===== src/hdl/exu_info_pkg.sv =====
`default_nettype none

package exu_info_pkg;

  localparam int CLASS_W   = 3;
  localparam int BR_COND_W = 3;

  // low 3 bits of the info word, everything else is illegal
  typedef enum logic [CLASS_W-1:0] {
    CLS_ALU = 3'd1,
    CLS_BJP = 3'd2,
    CLS_LS  = 3'd3,
    CLS_MDU = 3'd4
  } exu_class_e;

  // branch condition codes, decode to branch unit
  localparam logic [BR_COND_W-1:0] BR_NONE = 3'd0;
  localparam logic [BR_COND_W-1:0] BR_EQ   = 3'd1;
  localparam logic [BR_COND_W-1:0] BR_NE   = 3'd2;
  localparam logic [BR_COND_W-1:0] BR_LT   = 3'd3;
  localparam logic [BR_COND_W-1:0] BR_GE   = 3'd4;
  localparam logic [BR_COND_W-1:0] BR_LTU  = 3'd5;
  localparam logic [BR_COND_W-1:0] BR_GEU  = 3'd6;

  // views of the 13 op bits, add at bit 15 of the info word
  typedef struct packed {
    logic add;
    logic sub;
    logic sll;
    logic srl;
    logic sra;
    logic slt;
    logic sltu;
    logic xor_op;
    logic or_op;
    logic and_op;
    logic lui;
    logic wop;
    logic pad;
  } exu_alu_info_t;

  typedef struct packed {
    logic       jal;
    logic       jalr;
    logic       beq;
    logic       bne;
    logic       blt;
    logic       bge;
    logic       bltu;
    logic       bgeu;
    logic [4:0] pad;
  } exu_bjp_info_t;

  typedef struct packed {
    logic       load;
    logic       store;
    logic       usign;
    logic       sz_byte;
    logic       sz_db;
    logic       sz_word;
    logic       sz_dw;
    logic [5:0] pad;
  } exu_ls_info_t;

  // only mul is executed, the rest are flagged illegal
  typedef struct packed {
    logic       mul;
    logic       mulh;
    logic       mulhsu;
    logic       mulhu;
    logic       div;
    logic       divu;
    logic       rem;
    logic       remu;
    logic       wop;
    logic [3:0] pad;
  } exu_mdu_info_t;

  // the class field picks which view is valid
  typedef union packed {
    exu_alu_info_t alu;
    exu_bjp_info_t bjp;
    exu_ls_info_t  ls;
    exu_mdu_info_t mdu;
  } exu_info_u;

  typedef struct packed {
    exu_info_u  op;
    exu_class_e cls;
  } exu_info_t;

endpackage

`default_nettype wire


===== src/hdl/rv_isa_pkg.sv =====
`default_nettype none

package rv_isa_pkg;

  // integer register width
  localparam int XLEN      = 64;
  localparam int REG_IDX_W = 5;

  // one memory access as seen by the load/store unit
  // load sits in bit 0, access size flags in the upper bits
  typedef struct packed {
    logic sz_dword;
    logic sz_word;
    logic sz_half;
    logic sz_byte;
    logic usign;
    logic store;
    logic load;
  } ls_info_t;

endpackage

`default_nettype wire


===== src/hdl/exu_bjp.sv =====
`timescale 1ns/10ps
`default_nettype none

module exu_bjp
  import rv_isa_pkg::*;
  import exu_info_pkg::*;
(
  input  wire                  op_jal_i,
  input  wire                  op_jalr_i,
  input  wire [BR_COND_W-1:0]  br_cond_i,
  input  wire                  cmp_eq_i,
  input  wire                  cmp_lt_i,
  input  wire                  cmp_ltu_i,
  input  wire [XLEN-1:0]       jp_op1_i,
  input  wire [XLEN-1:0]       jp_op2_i,
  output logic                 jump_o,
  output logic [XLEN-1:0]      jump_addr_o
);

  logic            br_taken;
  logic [XLEN-1:0] target;

  // compare flags come from the alu subtractor
  always_comb begin
    case (br_cond_i)
      BR_EQ:   br_taken = cmp_eq_i;
      BR_NE:   br_taken = ~cmp_eq_i;
      BR_LT:   br_taken = cmp_lt_i;
      BR_GE:   br_taken = ~cmp_lt_i;
      BR_LTU:  br_taken = cmp_ltu_i;
      BR_GEU:  br_taken = ~cmp_ltu_i;
      default: br_taken = 1'b0;
    endcase
  end

  assign jump_o = op_jal_i | op_jalr_i | br_taken;

  // jalr clears bit 0 of the target
  assign target      = jp_op1_i + jp_op2_i;
  assign jump_addr_o = {target[XLEN-1:1], target[0] & ~op_jalr_i};

endmodule

`default_nettype wire


===== config.mk =====
export PLATFORM = sky130hd
export DESIGN_NAME = exu_bjp
export DESIGN_NICKNAME = d
export VERILOG_FILES = /design/src/hdl/exu_info_pkg.sv /design/src/hdl/rv_isa_pkg.sv /design/src/hdl/exu_bjp.sv
export SDC_FILE = /design/constraint.sdc
export NUM_CORES = 1
export LEC_CHECK = 0
export BUFFER_PORTS_ARGS = -buffer_cell sky130_fd_sc_hd__clkbuf_2
export CELL_PAD_IN_SITES_DETAIL_PLACEMENT = 1
export CELL_PAD_IN_SITES_GLOBAL_PLACEMENT = 1
export CORE_ASPECT_RATIO = 1.25
export CORE_MARGIN = 5
export CORE_UTILIZATION = 33
export DETAILED_ROUTE_END_ITERATION = 16
export GPL_TIMING_DRIVEN = 1
export PLACE_DENSITY_LB_ADDON = 0.15
export SKIP_LAST_GASP = 1
export SLEW_MARGIN = 20
export SYNTH_ARGS = -nofsm -noshare
export SYNTH_HDL_FRONTEND = slang
export SYNTH_SLANG_ARGS = --single-unit

===== constraint.sdc =====
create_clock -name vclk -period 3.7
set_clock_uncertainty 0.2 [all_clocks]
set_input_delay 0.37 -clock vclk [all_inputs]
set_output_delay 0.37 -clock vclk [all_outputs]
set_load 0.02 [all_outputs]

# Word-level counts from Yosys, hierarchy flattened
# Index checks and enable logic that the tools add are counted.
[totals]
ff_bits = 0
in_bits = 136
elab_cells = 15
[op_classes]
add_sub_neg = 1
eq_ne = 6
mux = 1
bitwise = 7
[ops]
columns = ["operator", "n"]
rows = [
  ["$add A64 B64 Y64", 1],
  ["$eq A3 B3 Y1 const B", 3],
  ["$eq A3 B2 Y1 const B", 2],
  ["$pmux W1 S6", 1],
  ["$not A1 Y1", 4],
  ["$eq A3 B1 Y1 const B", 1],
  ["$or A1 B1 Y1", 2],
  ["$and A1 B1 Y1", 1],
]

# Longest topological paths before layout
[depth]
ltp_word = 3
depth_mapped = 11
mapped_depth_nobuf = 11

# Least setup slack after synthesis
# Ideal clock, no wire load.
[synth_timing]
path_kind = "input -> output"
start = "input jp_op1_i[0]"
end = "output jump_addr_o[56]"
arrival_ps = 2814
t_required_ps = 3130
path_slack_ps = 316
path_stages = 11
cell_sequence = "ha_1 > fa_1 > a211oi_1 > o21ai_1 > a21oi_2 > a2111o_1 > a21bo_1 > a31oi_2 > a311o_2 > nand2_2 > xnor2_1"
[synth_via]
elab_chain_len = 1
[synth_rtl]
columns = ["item", "line_no", "text"]
rows = [
  ["start: declaration", "exu_bjp.sv:14", "input wire [XLEN-1:0] jp_op1_i,"],
  ["$add A64 B64 Y64", "exu_bjp.sv:39", "assign target = jp_op1_i + jp_op2_i;"],
  ["end: declaration", "exu_bjp.sv:17", "output logic [XLEN-1:0] jump_addr_o"],
]
# Every way passes these cells.

# Worst setup path after layout
[layout_timing]
start = "input jp_op1_i[18]"
end = "output jump_addr_o[58]"
# Same word-level chain as after synthesis.

==> flow_summary.ini <==
[detailed_routing]
viasPerCell = 5.57
postRouteAntennaNets = 0
drt_pass1_iterations = 4
wirelength_um = 17200
initialDrtViolationCount = 112
vias = 5411
wl_per_cell_um = 17.7
route.detailed.drc = 0

[global_route]
overflow = 0
track_usage = 0.224
antenna_found_initial = 0
grt_pass1_vias = 5845
grt_pass1_wl_um = 27600
grt_max_degree = 13

[power]
pwr-share-clk = 0
pwr_density_cell_nw_per_um2 = 238
ir_drop_mv = 0.109
p_int_mw = 0.531
combPwrFrac = 1.000
switchingPower_mw = 0.806
p_leak_nw = 2.79
power_mw = 1.34
switching_share = 0.603
seq_power_share = 0

[layout]
antenna_cells = 0
seq_area_um2 = 0
flops_and_latches = 0
nets = 1010
nClkBuffers = 0
utilization = 0.463
synthToLayoutAreaGrowth_pct = 38.6
multi_input_area_um2 = 3990
final_cells = 972
nFillCells = 1660
drive_above_1_share = 0.361

[timing]
finalSetupTns_ps = 0
period_needed_ps = 3610
timing.slew.headroom = 0.580
hold_viol = 0
final_max_slew_viol_count = 0
max_slew.worst_pin.slew_ps = 626
fmax_mhz = 277
hold_ws_ps = 814
grt_setup_unrepaired = true
period_share = 0.977
setup_viol = 0

[min_path]
hold_class = in2out
worstHoldPathCells = 3

[yosys]
ys_warn_count = 0
synth.distinct_cells = 65
yosysSeqAreaShare = 0
synth_cells = 593
synth_area_per_cell_um2 = 6.83
syn_nets = 793
synthesis.area_um2 = 4050

[worst_setup_path]
crit_fanout = 5
crit_arrival_ps = 3040
worstPathRequired_ps = 3130
path_class = in2out
critPathCaptureType = primary output
setup.worst_path.start_class = primary input

[placement]
hpwl_um = 15200
globalplace.congestion = 0.947
dpl.cell_count = 969
portBuffers = 201

[floorplan]
core_um2 = 12100
io_pins = 201
start_util = 0.334
die_area_um2 = 14600
die_w_um = 109
die_h_um = 134
fp-row-count = 45

[run]
maxCapViolCount = 0

[status]
outcome = complete, no violations

[clock_tree]
ctsHoldBuffers = 0
## stage by stage
stage | setup WS (ps) | instance area, um^2
6_report | 86.8 | 5610
5_1_grt | -20.4 | 5610
4_1_cts | 2.29 | 5440
3_5_place_dp | -77.0 | 5430
3_3_place_gp | 7.24 | 5430
2_1_floorplan | 316 | 4050
## cells in the final DEF (no fill, tap or decap), drive strengths merged, types with 3 or more instances in the layout
cell    count
clkbuf    198
a21oi      76
ha         63
nor2       51
o21ai      49
nand2      46
buf        44
xnor2      40
a21o       37
inv        25
xor2       17
nand3      15
nand4      14
a211oi     14
o21bai     13
a31oi      13
nand2b      8
o21a        7
and3        7
and4        5
and2        5
nor2b       5
o211ai      5
nor3        4
or3         4
o221ai      3
nor4b       3
a221oi      3
nor4        3
o311ai      3
## synthesized netlist by cell type (9+ instances only)
cell type / instances / area share
o21bai_1: 13 / 0.024
a211oi_1: 9 / 0.017
o21ai_1: 12 / 0.015
inv_1: 25 / 0.023
ha_1: 63 / 0.19
a21oi_1: 74 / 0.092
nand2_1: 45 / 0.042
nand3_1: 15 / 0.019
xor2_1: 17 / 0.037
xnor2_1: 40 / 0.087
clkbuf_1: 20 / 0.019
nor2_1: 51 / 0.047
o21ai_0: 37 / 0.046
a31oi_1: 11 / 0.017
a21o_1: 35 / 0.065
nand4_1: 13 / 0.020
## final cells by class
cell class / instances / share of cell area
Timing Repair Buffer: 242 / 0.235
Multi-Input combinational cell: 541 / 0.712
Inverter: 25 / 0.0167
Tap cell: 164 / 0.0366
## kinds of logic (layout without fill, tap and decap cells)
logic type | Yosys count | in the layout | share of synthesized area
buffers and inverters | 52 | 267 | 0.0504
XOR/XNOR | 57 | 57 | 0.123
AO/OA/AOI/OAI | 246 | 246 | 0.412
adder cells (fa/ha/maj) | 64 | 64 | 0.200
AND/OR/NAND/NOR | 174 | 174 | 0.215
## power groups by stage
| stage | clock (mW) | sequential [mW] | combinational, mW |
|---|---|---|---|
| 3_5_place_dp | 0 | 0 | 1.30 |
| 2_1_floorplan | 0 | 0 | 0.830 |
| 3_3_place_gp | 0 | 0 | 1.28 |
| 5_1_grt | 0 | 0 | 1.45 |
| 4_1_cts | 0 | 0 | 1.31 |
| 6_report | 0 | 0 | 1.34 |
## worst paths after layout
kind | start | slack [ps] | to
setup / recovery | jp_op1_i[18] | 90 | jump_addr_o[58]
hold / removal | op_jalr_i | 810 | jump_addr_o[0]
## routing by layer
layer	track usage	part of all wire	up-vias	wire length (um)
met5	0	0	-	0
met4	0.0421	0.025	0	421
met3	0.0116	0.045	34	766
met2	0.445	0.54	165	9310
met1	0.257	0.39	2566	6680
li1	-	-	2646	-
## critical path, stage by stage
cell,delay [ps]
clkbuf_2,80
ha_1,350
buf_4,180
nand3_1,90
a21oi_1,70
a221o_1,370
or3_4,360
o211ai_4,240
a21oi_2,90
nand2b_4,170
a21o_1,210
a211oi_2,270
buf_4,190
## timing repair
| item | CTS | global route |
|---|---|---|
| resized for setup | 3 | 35 |
| setup buffers | 0 | 3 |
| setup endpoints to repair | 5 | 17 |
| pin swaps | 3 | 15 |
Power figures use the tool's default switching activity.
