`src/hdl/rv_isa_pkg.sv`:
```
`default_nettype none

package rv_isa_pkg;

  // integer register width
  localparam int XLEN      = 64;
  localparam int REG_IDX_W = 5;

  // one memory access as seen by the load/store unit
  // load sits in bit 0, access size flags in the upper bits
  typedef struct packed {
    logic sz_dword;
    logic sz_word;
    logic sz_half;
    logic sz_byte;
    logic usign;
    logic store;
    logic load;
  } ls_info_t;

endpackage

`default_nettype wire

```
`src/hdl/exu_result_queue.sv`:
```
`timescale 1ns/10ps
`default_nettype none

module exu_result_queue
  import rv_isa_pkg::*;
#(
  parameter int QUEUE_DEPTH = 4,
  parameter int WB_CREDITS  = 2
) (
  input  wire                  clk,
  input  wire                  reset_i,
  input  wire                  push_i,
  input  wire                  push_rd_wr_en_i,
  input  wire [REG_IDX_W-1:0]  push_rd_idx_i,
  input  wire [XLEN-1:0]       push_result_i,
  input  wire ls_info_t        push_ls_info_i,
  input  wire [XLEN-1:0]       push_store_data_i,
  input  wire                  push_jump_i,
  input  wire [XLEN-1:0]       push_jump_addr_i,
  input  wire                  push_illegal_i,
  input  wire                  wb_credit_i,
  output logic                 issue_credit_o,
  output logic                 wb_valid_o,
  output logic                 wb_rd_wr_en_o,
  output logic [REG_IDX_W-1:0] wb_rd_idx_o,
  output logic [XLEN-1:0]      wb_result_o,
  output ls_info_t             wb_ls_info_o,
  output logic [XLEN-1:0]      wb_store_data_o,
  output logic                 wb_jump_o,
  output logic [XLEN-1:0]      wb_jump_addr_o,
  output logic                 wb_illegal_o
);

  localparam int PTR_W   = (QUEUE_DEPTH > 1) ? $clog2(QUEUE_DEPTH) : 1;
  localparam int CNT_W   = $clog2(QUEUE_DEPTH + 1);
  // one spare count so an extra credit shows up instead of wrapping
  localparam int CRD_W   = $clog2(WB_CREDITS + 2);
  localparam int ENTRY_W = 3 * XLEN + REG_IDX_W + $bits(ls_info_t) + 3;

  logic [ENTRY_W-1:0] mem [QUEUE_DEPTH];
  logic [PTR_W-1:0]   wr_ptr;
  logic [PTR_W-1:0]   rd_ptr;
  logic [CNT_W-1:0]   count;
  logic [CRD_W-1:0]   credits;
  logic               pop;

  function automatic logic [PTR_W-1:0] ptr_inc(input logic [PTR_W-1:0] p);
    return (p == PTR_W'(QUEUE_DEPTH - 1)) ? '0 : p + 1'b1;
  endfunction

  // head leaves as soon as writeback has room for it
  assign pop        = (count != '0) && (credits != '0);
  assign wb_valid_o = pop;

  assign {wb_rd_wr_en_o, wb_rd_idx_o, wb_result_o, wb_ls_info_o,
          wb_store_data_o, wb_jump_o, wb_jump_addr_o, wb_illegal_o} = mem[rd_ptr];

  always_ff @(posedge clk) begin
    if (push_i) begin
      mem[wr_ptr] <= {push_rd_wr_en_i, push_rd_idx_i, push_result_i, push_ls_info_i,
                      push_store_data_i, push_jump_i, push_jump_addr_i, push_illegal_i};
    end
  end

  always_ff @(posedge clk) begin
    if (reset_i) begin
      wr_ptr         <= '0;
      rd_ptr         <= '0;
      count          <= '0;
      credits        <= CRD_W'(WB_CREDITS);
      issue_credit_o <= 1'b0;
    end else begin
      if (push_i)
        wr_ptr <= ptr_inc(wr_ptr);
      if (pop)
        rd_ptr <= ptr_inc(rd_ptr);
      count          <= count + CNT_W'(push_i) - CNT_W'(pop);
      credits        <= credits + CRD_W'(wb_credit_i) - CRD_W'(pop);
      // freed slot goes back upstream one cycle later
      issue_credit_o <= pop;
    end
  end

  // upstream spends a credit per push, so a full queue means a lost credit
  push_not_full: assert property (@(posedge clk) disable iff (reset_i)
    push_i |-> (count < CNT_W'(QUEUE_DEPTH)))
    else $error("exu_result_queue: push while full");

  credit_bound: assert property (@(posedge clk) disable iff (reset_i)
    credits <= CRD_W'(WB_CREDITS))
    else $error("exu_result_queue: writeback returned more credits than issued");

endmodule

`default_nettype wire

```
`config.mk`:
```
export PLATFORM = sky130hd
export DESIGN_NAME = exu_result_queue
export DESIGN_NICKNAME = d
export VERILOG_FILES = /design/src/hdl/rv_isa_pkg.sv /design/src/hdl/exu_result_queue.sv
export SDC_FILE = /design/constraint.sdc
export NUM_CORES = 1
export LEC_CHECK = 0
export ABC_AREA = 1
export ABC_CLOCK_PERIOD_IN_PS = 5500
export BUFFER_PORTS_ARGS = -buffer_cell sky130_fd_sc_hd__buf_2
export CAP_MARGIN = 20
export CORE_ASPECT_RATIO = 0.6
export CORE_MARGIN = 5
export CORE_UTILIZATION = 45
export CTS_CLUSTER_DIAMETER = 120
export DETAILED_ROUTE_END_ITERATION = 16
export PLACE_DENSITY = 0.65
export REMOVE_ABC_BUFFERS = 1
export SETUP_SLACK_MARGIN = 0.1
export SYNTH_ARGS = -nofsm -noshare
export SYNTH_HDL_FRONTEND = slang
export SYNTH_SLANG_ARGS = --single-unit
```
`constraint.sdc`:
```
create_clock -name clk -period 5.5 [get_ports clk]
set_input_delay 1.1 -clock clk [delete_from_list [all_inputs] [get_ports clk]]
set_output_delay 1.1 -clock clk [all_outputs]
set_load 0.02 [all_outputs]
```
# After elaboration in Yosys (flattened, before gate mapping)
# Memories as Yosys holds them, arrays and structs flattened. A register that Yosys moved wholly into a read port is not among the register bits.
# Cells that the tools add are included.
# totals
ff_bits	10
latch_bits	0
ram_bits	828
mem_bits_ro	0
output_inout_bits	209
n_memories	1
# classes
add_sub_neg	6
multipliers	0
div_mod_pow	0
order_cmp	0
eq_ne	2
shifts	0
mux	6
bitwise_logic	0
n_reduce_logical	3
# memory_table
name	depth	width	read_ports	rd_clocked_by_memory_dff	wr	line	source
mem	4	207	1	1	1	exu_result_queue.sv:40	logic [ENTRY_W-1:0] mem [QUEUE_DEPTH];
# op_table
operator	n
2-bit 2-to-1 mux	4
2-bit by 1-bit adder with 2-bit output (second input constant)	2
2-bit equality test (second input constant)	2
3-bit by 1-bit adder with 3-bit output	1
3-bit nonzero test	1
3-bit by 1-bit subtractor with 3-bit output	1
2-bit by 1-bit adder with 2-bit output	1
1-bit 2-to-1 mux	2
2-bit nonzero test	1
2-bit by 1-bit subtractor with 2-bit output	1
1-bit logical AND	1

# Depth between registers and ports, before layout
# logic_depth
depth_word	4
depth_mapped	10
mapped_depth_nobuf	10

# Worst setup path after synthesis
# Ideal clock, no wire load.
# synth_path
path_kind	input to register
from	input push_i
to	memory mem[3][0] in the netlist's numbering (enable)
setup_ns	0.559
t_arrival_ns	5.112
required_ns	4.941
slack_ns	-0.170
stages	2
path_cell_list	nand2_1 > inv_1
# synth_via
elab_chain_len	2
# synth_rtl
item	line	source
from (decl)	exu_result_queue.sv:12	input wire push_i,
1-bit 2-to-1 mux	exu_result_queue.sv:59	if (push_i) begin
1-bit 2-to-1 mux (implied by the code)	exu_result_queue.sv:60	mem[wr_ptr] <= {push_rd_wr_en_i, push_rd_idx_i, push_result_i, push_ls_info_i,
to (decl)	exu_result_queue.sv:40	
# No other way between the ends.

==> results.toml <==
[outcome]
outcome = "finished, final reports clean"

[synthesis]
yosys_most_used_dff = "edfxtp_1"
yosysSeqAreaShare = 0.808
synth.most_common_cell = "edfxtp_1"
ys_top_cells_by_count = "edfxtp_1, nor2_1, o21ai_0"
yosysWarnings = 0
ys_top_cells_by_area = "edfxtp_1, o21ai_0, nor2_1"
async_reset_ff_frac = 0
netlist_area_um2 = 31100
synth-edff-count = 828
synthCells = 2073
avgSynthCellArea_um2 = 15.0
ys_ff_latch = 840
yosys.area.top_type = "edfxtp_1"
synth_cell_types = 22
synth_top_area_frac = 0.800

[job]
maxCapViolations = 0

[sta]
rsz0062_at_grt = "no"
max-slew-margin-rel = 0.104
slew_viol_final = 0
max_freq_ghz = 0.231
finalCriticalPeriod_ns = 4.33
setup_viol = 0
skew_ns = 0.0183
hold_viol = 0
tightest_slew_ns = 1.34
min_period_over_period = 0.787
hold_slack_ns = 0.494

[power_and_ir_drop]
power_leakage_nw = 12.5
vdd_drop_max_mv = 0.325
internal_power_mw = 11.7
p_seq_frac = 0.420
combPwrFrac = 0.286
p_switching_mw = 6.02
pwr_density_cell_nw_per_um2 = 488
swShare = 0.339
power.total_mw = 17.7
clockPowerShare = 0.294

[drt]
viasPerCell = 5.42
avgRoutedWirePerCell_um = 21.1
wirelength_um = 72500
vias = 18600
dr.pass1.iters = 5
drt_iter0_drc = 1517
route.detailed.drc = 0
detail-route-antenna-nets = 0

[clocking]
root_buffer = "clkbuf_16"
post_cts_resized = 0
cts_max_level = 3
cts_hold_buf = 0
post_cts_buffers = 0
cts_max_path_buffers = 3
clk_pin_slew_ns = 0.06
numClockSinks = 840
cts_buffers = 77
cts_tree = "built"
clkLatencyLatePin_ns = 0.61

[grt]
antenna_found_initial = 20
grt_pass1_vias = 18800
grt_max_degree = 236
grt_pass1_wl_um = 109000
track_usage = 0.189
grt_overflow_total = 0

[final_layout]
multi_input_area_um2 = 5190
final_util = 0.533
nets = 2675
nFillCells = 5472
regArea_um2 = 25100
drive_gt1_frac = 0.222
area_delta_synth_final_pct = 17.1
fin_cells = 3438

[floorplanning]
fp.dieW_um = 349
die_area_um2 = 74600
core_um2 = 68200
start_util = 0.455
die_h_um = 214
io-pin-count = 420
num_rows = 74

[setup_path]
end_kind = "output pin"
crit_fanout = 202
crit_required_ns = 4.40
worstPathArrival_ns = 3.23
start_kind = "register"
criticalPathCategory = "register to output pin"

[placed_design]
gp_congestion = 0.753
io_buffers = 419
hpwl_um = 40300
dp.cells = 3289

[hold_path]
hold_class = "register to register"
-- through the flow --
| step | area [um2] | setup slack, ns | TNS, ns |
|---|---|---|---|
| finish | 36400 | 1.17 | 0 |
| CTS | 36400 | 1.28 | 0 |
| global route | 36400 | 0.948 | 0 |
| detailed placement | 33900 | 1.95 | 0 |
| global placement | 33900 | 2.03 | 0 |
| floorplan | 30400 | -6.06 | -1388.43 |
-- registers in the layout (all words and copies together), names as in the netlist, named ones only --
name	count
credits	2
issue_credit_o	1
mem	828
wr_ptr	2
rd_ptr	2
count	3
-- power groups by stage --
| stage | registers, mW | clock network (mW) | logic, mW |
|---|---|---|---|
| 2_1_floorplan | 7.85 | 0 | 3.01 |
| 3_3_place_gp | 7.57 | 0 | 5.01 |
| 3_5_place_dp | 7.59 | 0 | 5.11 |
| 4_1_cts | 7.45 | 5.33 | 5.12 |
| 5_1_grt | 7.47 | 5.63 | 5.52 |
| 6_report | 7.45 | 5.22 | 5.08 |
-- cell usage in the layout, fill, tap and decap left out, types with 5 or more instances in the layout --
master	netlist	final
buf_12	0	8
bufinv_16	0	6
o21ai_1	30	30
clkinv_1	0	14
edfxtp_1	828	828
diode_2	0	9
nand2_1	8	8
o21ai_0	389	389
clkbuf_1	57	17
inv_8	0	5
buf_4	26	13
o22ai_1	207	207
buf_2	37	419
dfxtp_1	12	10
ha_1	7	7
nor2_1	428	428
inv_1	15	11
clkbuf_16	0	79
clkinv_2	0	16
-- worst max-delay path, stage by stage, from the launching register on --
cell      delay (ns)
dfxtp_4         0.58
clkinv_8        0.57
buf_12          0.56
o21ai_0         0.26
o22ai_1         0.11
buf_2           0.18
-- per-layer routing --
metal  up-vias  wire length, um  track usage
li1       8633                -            -
met1      9337            30300        0.255
met2       548            34900        0.308
met3       105             6000       0.0570
met4        24             1130       0.0443
met5         -              145            0
-- cells by family after synthesis --
group	after synthesis	synth area share
xor gates and xnor gates	2	0.000564
DFF	840	0.808
AOI/OAI and AO/OA	629	0.110
adders and majority gates	8	0.00346
buffers and inverters	153	0.0251
and+or+nand+nor	441	0.0535
-- worst paths after layout --
check                         start                     to  slack, ns  cells past startpoint
max                        register     wb_jump_addr_o[54]       1.17                      5
min             count[2]$_SDFF_PP0_    count[2]$_SDFF_PP0_       0.49                      2
max reg2reg  wr_ptr[0]$_SDFFE_PP0P_  mem[2][100]$_DFFE_PP_       3.15                      5
min reg2reg     count[2]$_SDFF_PP0_    count[2]$_SDFF_PP0_       0.49                      2
-- layout make-up --
cell class	instances	area share
sequential	840	0.690
multi-input combinational	1080	0.143
timing repair buffer	440	0.0647
clock buffer	98	0.0568
tap	912	0.0314
clock inverter	42	0.0106
inverter	17	0.00313
antenna	9	0.000619
Note: power is estimated with default switching activity, not from simulation.
