File: src/hdl/exu_info_pkg.sv
`default_nettype none

package exu_info_pkg;

  localparam int CLASS_W   = 3;
  localparam int BR_COND_W = 3;

  // low 3 bits of the info word, everything else is illegal
  typedef enum logic [CLASS_W-1:0] {
    CLS_ALU = 3'd1,
    CLS_BJP = 3'd2,
    CLS_LS  = 3'd3,
    CLS_MDU = 3'd4
  } exu_class_e;

  // branch condition codes, decode to branch unit
  localparam logic [BR_COND_W-1:0] BR_NONE = 3'd0;
  localparam logic [BR_COND_W-1:0] BR_EQ   = 3'd1;
  localparam logic [BR_COND_W-1:0] BR_NE   = 3'd2;
  localparam logic [BR_COND_W-1:0] BR_LT   = 3'd3;
  localparam logic [BR_COND_W-1:0] BR_GE   = 3'd4;
  localparam logic [BR_COND_W-1:0] BR_LTU  = 3'd5;
  localparam logic [BR_COND_W-1:0] BR_GEU  = 3'd6;

  // views of the 13 op bits, add at bit 15 of the info word
  typedef struct packed {
    logic add;
    logic sub;
    logic sll;
    logic srl;
    logic sra;
    logic slt;
    logic sltu;
    logic xor_op;
    logic or_op;
    logic and_op;
    logic lui;
    logic wop;
    logic pad;
  } exu_alu_info_t;

  typedef struct packed {
    logic       jal;
    logic       jalr;
    logic       beq;
    logic       bne;
    logic       blt;
    logic       bge;
    logic       bltu;
    logic       bgeu;
    logic [4:0] pad;
  } exu_bjp_info_t;

  typedef struct packed {
    logic       load;
    logic       store;
    logic       usign;
    logic       sz_byte;
    logic       sz_db;
    logic       sz_word;
    logic       sz_dw;
    logic [5:0] pad;
  } exu_ls_info_t;

  // only mul is executed, the rest are flagged illegal
  typedef struct packed {
    logic       mul;
    logic       mulh;
    logic       mulhsu;
    logic       mulhu;
    logic       div;
    logic       divu;
    logic       rem;
    logic       remu;
    logic       wop;
    logic [3:0] pad;
  } exu_mdu_info_t;

  // the class field picks which view is valid
  typedef union packed {
    exu_alu_info_t alu;
    exu_bjp_info_t bjp;
    exu_ls_info_t  ls;
    exu_mdu_info_t mdu;
  } exu_info_u;

  typedef struct packed {
    exu_info_u  op;
    exu_class_e cls;
  } exu_info_t;

endpackage

`default_nettype wire

File: src/hdl/rv_isa_pkg.sv
`default_nettype none

package rv_isa_pkg;

  // integer register width
  localparam int XLEN      = 64;
  localparam int REG_IDX_W = 5;

  // one memory access as seen by the load/store unit
  // load sits in bit 0, access size flags in the upper bits
  typedef struct packed {
    logic sz_dword;
    logic sz_word;
    logic sz_half;
    logic sz_byte;
    logic usign;
    logic store;
    logic load;
  } ls_info_t;

endpackage

`default_nettype wire

File: src/hdl/exu_op_decode.sv
`timescale 1ns/10ps
`default_nettype none

module exu_op_decode
  import rv_isa_pkg::*;
  import exu_info_pkg::*;
(
  input  wire exu_info_t        info_i,
  output logic                  op_add_o,
  output logic                  op_sub_o,
  output logic                  op_sll_o,
  output logic                  op_srl_o,
  output logic                  op_sra_o,
  output logic                  op_slt_o,
  output logic                  op_sltu_o,
  output logic                  op_xor_o,
  output logic                  op_or_o,
  output logic                  op_and_o,
  output logic                  op_lui_o,
  output logic                  op_mul_o,
  output logic                  wop_o,
  output logic                  op_jal_o,
  output logic                  op_jalr_o,
  output logic [BR_COND_W-1:0]  br_cond_o,
  output ls_info_t              ls_info_o,
  output logic                  illegal_o
);

  exu_info_u op;
  logic      alu_req;
  logic      bjp_req;
  logic      ls_req;
  logic      mdu_req;
  logic      br_req;
  logic      mdu_other;

  assign op      = info_i.op;
  assign alu_req = (info_i.cls == CLS_ALU);
  assign bjp_req = (info_i.cls == CLS_BJP);
  assign ls_req  = (info_i.cls == CLS_LS);
  assign mdu_req = (info_i.cls == CLS_MDU);

  assign op_jal_o  = bjp_req & op.bjp.jal;
  assign op_jalr_o = bjp_req & op.bjp.jalr;
  assign br_req    = bjp_req & (|{op.bjp.beq, op.bjp.bne, op.bjp.blt,
                                  op.bjp.bge, op.bjp.bltu, op.bjp.bgeu});

  // jumps and address generation share the adder in add mode
  assign op_add_o = (alu_req & op.alu.add) | op_jal_o | op_jalr_o | ls_req;
  // every compare runs the adder as a subtractor
  assign op_sub_o = (alu_req & (op.alu.sub | op.alu.slt | op.alu.sltu)) | br_req;

  assign op_sll_o  = alu_req & op.alu.sll;
  assign op_srl_o  = alu_req & op.alu.srl;
  assign op_sra_o  = alu_req & op.alu.sra;
  assign op_slt_o  = alu_req & op.alu.slt;
  assign op_sltu_o = alu_req & op.alu.sltu;
  assign op_xor_o  = alu_req & op.alu.xor_op;
  assign op_or_o   = alu_req & op.alu.or_op;
  assign op_and_o  = alu_req & op.alu.and_op;
  assign op_lui_o  = alu_req & op.alu.lui;

  // mdu ops outside of mul
  assign mdu_other = |{op.mdu.mulh, op.mdu.mulhsu, op.mdu.mulhu, op.mdu.div,
                       op.mdu.divu, op.mdu.rem, op.mdu.remu};
  assign op_mul_o  = mdu_req & op.mdu.mul & ~mdu_other;
  assign wop_o     = (alu_req & op.alu.wop) | (mdu_req & op.mdu.wop);

  always_comb begin
    br_cond_o = BR_NONE;
    if (bjp_req) begin
      if (op.bjp.beq)
        br_cond_o = BR_EQ;
      else if (op.bjp.bne)
        br_cond_o = BR_NE;
      else if (op.bjp.blt)
        br_cond_o = BR_LT;
      else if (op.bjp.bge)
        br_cond_o = BR_GE;
      else if (op.bjp.bltu)
        br_cond_o = BR_LTU;
      else if (op.bjp.bgeu)
        br_cond_o = BR_GEU;
    end
  end

  assign ls_info_o.load     = ls_req & op.ls.load;
  assign ls_info_o.store    = ls_req & op.ls.store;
  assign ls_info_o.usign    = ls_req & op.ls.usign;
  assign ls_info_o.sz_byte  = ls_req & op.ls.sz_byte;
  assign ls_info_o.sz_half  = ls_req & op.ls.sz_db;
  assign ls_info_o.sz_word  = ls_req & op.ls.sz_word;
  assign ls_info_o.sz_dword = ls_req & op.ls.sz_dw;

  assign illegal_o = ~(alu_req | bjp_req | ls_req | mdu_req) |
                     (mdu_req & (~op.mdu.mul | mdu_other));

endmodule

`default_nettype wire

File: config.mk
export PLATFORM = sky130hd
export DESIGN_NAME = exu_op_decode
export DESIGN_NICKNAME = d
export VERILOG_FILES = /design/src/hdl/exu_info_pkg.sv /design/src/hdl/rv_isa_pkg.sv /design/src/hdl/exu_op_decode.sv
export SDC_FILE = /design/constraint.sdc
export NUM_CORES = 1
export LEC_CHECK = 0
export BUFFER_PORTS_ARGS = -buffer_cell sky130_fd_sc_hd__buf_2
export CORE_AREA = 5 5 42 44
export DETAILED_ROUTE_END_ITERATION = 8
export DIE_AREA = 0 0 47 49
export SYNTH_ARGS = -nofsm -noshare
export SYNTH_HDL_FRONTEND = slang
export SYNTH_SLANG_ARGS = --single-unit
File: constraint.sdc
create_clock -name vclk -period 1.23
set_input_delay 0.0615 -clock vclk [all_inputs]
set_output_delay 0.0615 -clock vclk [all_outputs]
set_load 0.01 [all_outputs]
# --- After elaboration in Yosys (flattened, before gate mapping) ---
# Index checks and enable logic that the tools add are counted.
word_totals:
  inputBits: 16
  word_cells: 54
  reg_bits: 0
  out_inout_bits: 26
classes:
  n_reduce_logical: 2
  bitwise: 41
  n_mux: 7
  n_eq_ne: 4
ops:
  columns: ["operator", "n"]
  rows:
  - ["AND 1 bit", 26]
  - ["2-to-1 mux 3 bit", 7]
  - ["bitwise OR 1 bit", 12]
  - ["OR reduction 7 bit", 1]
  - ["equality test 3 x 2 -> 1 bit (second input constant)", 2]
  - ["OR reduction 6 bit", 1]
  - ["equality test 3 x 1 -> 1 bit (second input constant)", 1]
  - ["equality test 3 bit (second input constant)", 1]
  - ["inverter 1 bit", 3]

# --- Depth between registers and ports, before layout ---
depth:
  word_depth: 7
  depth_mapped: 3
  mapped_depth_nobuf: 3

# --- Least setup slack after synthesis ---
# OpenSTA, ideal clock, no wires.
synth_timing:
  kind: "input to output"
  start: "input port info_i[10] (netlist name)"
  end: "output port op_mul_o"
  t_arrival_ns: 0.982
  setup_slack_ns: 0.187
  required_ns: 1.168
  cell_stages: 3
  n_path_buf: 0
  path_cell_list: "or4_1 -> nor3_2 -> and4_1"
synth_via:
  elab_chain_len: 3
synth_rtl:
  columns: ["item", "line_no", "rtl"]
  rows:
  - ["from (decl)", "exu_op_decode.sv:8", "input wire exu_info_t info_i,"]
  - ["OR reduction 7 bit", "exu_op_decode.sv:64", "assign mdu_other = |{op.mdu.mulh, op.mdu.mulhsu, op.mdu.mulhu, op.mdu.div,"]
  - ["inverter 1 bit", "exu_op_decode.sv:66", "assign op_mul_o = mdu_req & op.mdu.mul & ~mdu_other;"]
  - ["AND 1 bit", "exu_op_decode.sv:66", null]
  - ["to (decl)", "exu_op_decode.sv:20", "output logic op_mul_o,"]
# No other way between the ends.

# --- Worst setup path in the final report ---
layout_timing:
  start: "input port info_i[9] (netlist name)"
  end: "output port op_mul_o"
# The elaborated chain is that of the path after synthesis.

==> qor.tcl <==
set qor(hold_path_start) {info_i[5]}
set qor(hold_slack_ns) 0.405
set qor(synth.lib_cells_used.distinct) 23
set qor(initial_antenna_violation_count) 0
set qor(register_area_um2) 0
set qor(floorplan.io_pins) 42
set qor(die_height_um) 49
set qor(design_power_total_mw) 0.154
set qor(ys_seq_area_share_pct) 0
set qor(cap_viol_max_count) 0
set qor(finalNetCount) 114
set qor(route.vias.total) 519
set qor(routed_wl_um) 1310
set qor(launching_element_type_of_the_critical_path) {primary input}
set qor(clock_power_share_pct) 0
set qor(antenna_cells) 0
set qor(hold_depth) 3
set qor(netlist_top_cells_count) {10 x and2_1, 7 x and3_1, 5 x nor2_1}
set qor(critPathKind) {in -> out}
set qor(p_switching_mw) 0.0802
set qor(unrepaired_setup_endpoints_after_global_routing) {true}
set qor(power.combinational.fraction_pct) 100.0
set qor(power_per_cell_area_mw_per_mm2) 263
set qor(place_congestion) 0.726
set qor(reg_power_share_pct) 0
set qor(met3_usage_pct) 1.11
set qor(most_common_cell_in_the_netlist) {and2_1}
set qor(swShare_pct) 51.9
set qor(cts-hold-fix-buffers) 0
set qor(maxClockFrequency_mhz) 818
set qor(first_iter_violations) 10
set qor(placement_rows) 14
set qor(drt_first_pass_iters) 4
set qor(cells_after_synth) 50
set qor(post_placement_setup_slack_ns) -0.0521
set qor(vdd.ir_drop.worst_v) 0.000133
set qor(die_x_um) 47
set qor(finalSetupViolations) 0
set qor(final.period_utilization_pct) 99.4
set qor(synth_area_per_cell_um2) 5.96
set qor(grtUsageMet2_pct) 19.7
set qor(clock_buffer_count) 0
set qor(grt_overflow) 0
set qor(min_delay_worst_endpoint) {op_lui_o}
set qor(grt_max_degree) 11
set qor(mappedNetlistArea_um2) 298
set qor(synth_fp_nets) 66
set qor(drive_gt1_share_pct) 54.2
set qor(post_drt_via_cell_ratio) 4.63
set qor(placed_cell_area_um2) 564
set qor(yosysTopAreaCellShare_pct) 21.0
set qor(netlist.top_cell.by_area) {and2_1}
set qor(detail_route.drc_violations) 0
set qor(design_area_um2) 587
set qor(ant_nets) 0
set qor(final-instance-count-excl-fill) 112
set qor(timing.final.ws_setup_ns) 0.00700
set qor(post_drt_wl_per_cell_um) 11.7
set qor(synth_warnings) 0
set qor(cellInternalPower_mw) 0.0742
set qor(timing.final.crit_period_ns) 1.22
set qor(numSequentialCells) 0
set qor(grt_pass1_vias) 449
set qor(setup.worst_path.end_class) {primary output}
set qor(die_area_mm2) 0.00230
set qor(use_met1_pct) 14.6
set qor(max_slew.worst_pin.slew_ns) 0.421
set qor(timing.final.max_slew_violations) 0
set qor(hpwlAfterDp_um) 1080
set qor(cp.arrival_ns) 1.16
set qor(initial_core_util_pct) 21.3
set qor(design.core.area_mm2) 0.00140
set qor(grt_first_pass_wirelength_um) 2040
set qor(hold_class) {in -> out}
set qor(status) {finished clean}
set qor(global_route.usage.total_pct) 11.0
set qor(worst-endpoint-required_ns) 1.17
set qor(portBuffers) 41
set qor(yosys-top-cells-area) {and2_1 21%, and3_1 15%, nor2_1 6.3%}
set qor(areaGrowthSynthToFinish_pct) 97.1
set qor(global_route.peak_usage_layer) {met2}
set qor(place_inst) 112
set qor(crit_path_max_fanout) 3
set qor(power.static_leakage_nw) 0.375
set qor(hold_violations_final) 0
set qor(relSlewSlack_pct) 71.8
==> per-stage QoR <==
step | util, % | TNS (ns)
after floorplan | - | 0
after global placement | 40.3 | -0.0477
after detailed placement | 40.3 | -0.0577
after CTS | 41.4 | -0.0449
after global routing | 41.9 | -0.0569
final | 41.9 | 0
==> worst max-delay path by stage <==
| stage | start | endpoint | cells after the start |
|---|---|---|---|
| detailed placement | info_i[10] | op_mul_o | 5 |
| global placement | info_i[10] | op_mul_o | 5 |
| global route | info_i[9] | op_mul_o | 5 |
| CTS | info_i[12] | op_mul_o | 5 |
| finish | info_i[9] | op_mul_o | 5 |
| floorplan | info_i[10] | op_mul_o | 3 |
==> layout by cell type, fill, tap and decap left out, types with 2 or more instances in the layout <==
master,count
a211oi_1,2
a21oi_1,2
and2_1,10
and3_1,7
buf_2,39
buf_4,6
buf_6,2
inv_1,3
nand3_1,2
nor2_1,5
nor3_1,3
o21ai_0,2
==> power by group through the flow <==
stage | Combinational [mW] | Clock [mW] | Sequential (mW)
floorplan | 0.0604 | 0 | 0
finish | 0.154 | 0 | 0
global route | 0.171 | 0 | 0
detailed placement | 0.148 | 0 | 0
global placement | 0.146 | 0 | 0
CTS | 0.154 | 0 | 0
==> what timing repair did <==
| action | 4_1_cts | 5_1_grt |
|---|---|---|
| resized for setup | 3 | 1 |
| setup buffers | 0 | 0 |
| pin swaps | 3 | 3 |
| endpoints found under the setup margin | 2 | 3 |
==> cell families after synthesis <==
kind of cell           after synthesis  synth area share [%]
AOI/OAI and AO/OA                    9                  19.7
and+or+nand+nor                     37                  75.2
buffers and inverters                4                  5.04
==> routing by layer <==
metal	routed length, um	part of all wire [%]
met1	514	39
met2	644	49
met3	148	11
met4	0	0
met5	0	0
==> cell type report <==
cell class | instances | area (um2)
fillers | 167 | 815
inverters | 3 | 11.3
multi-input cells | 46 | 293
well taps | 16 | 20.0
repair buffers | 47 | 263
==> worst max-delay path, stage by stage <==
cell    delay (ns)
buf_6         0.09
or4_4         0.54
nor3_4        0.15
and4_1        0.20
buf_2         0.12
No activity file was read; power rests on OpenSTA's default activity.
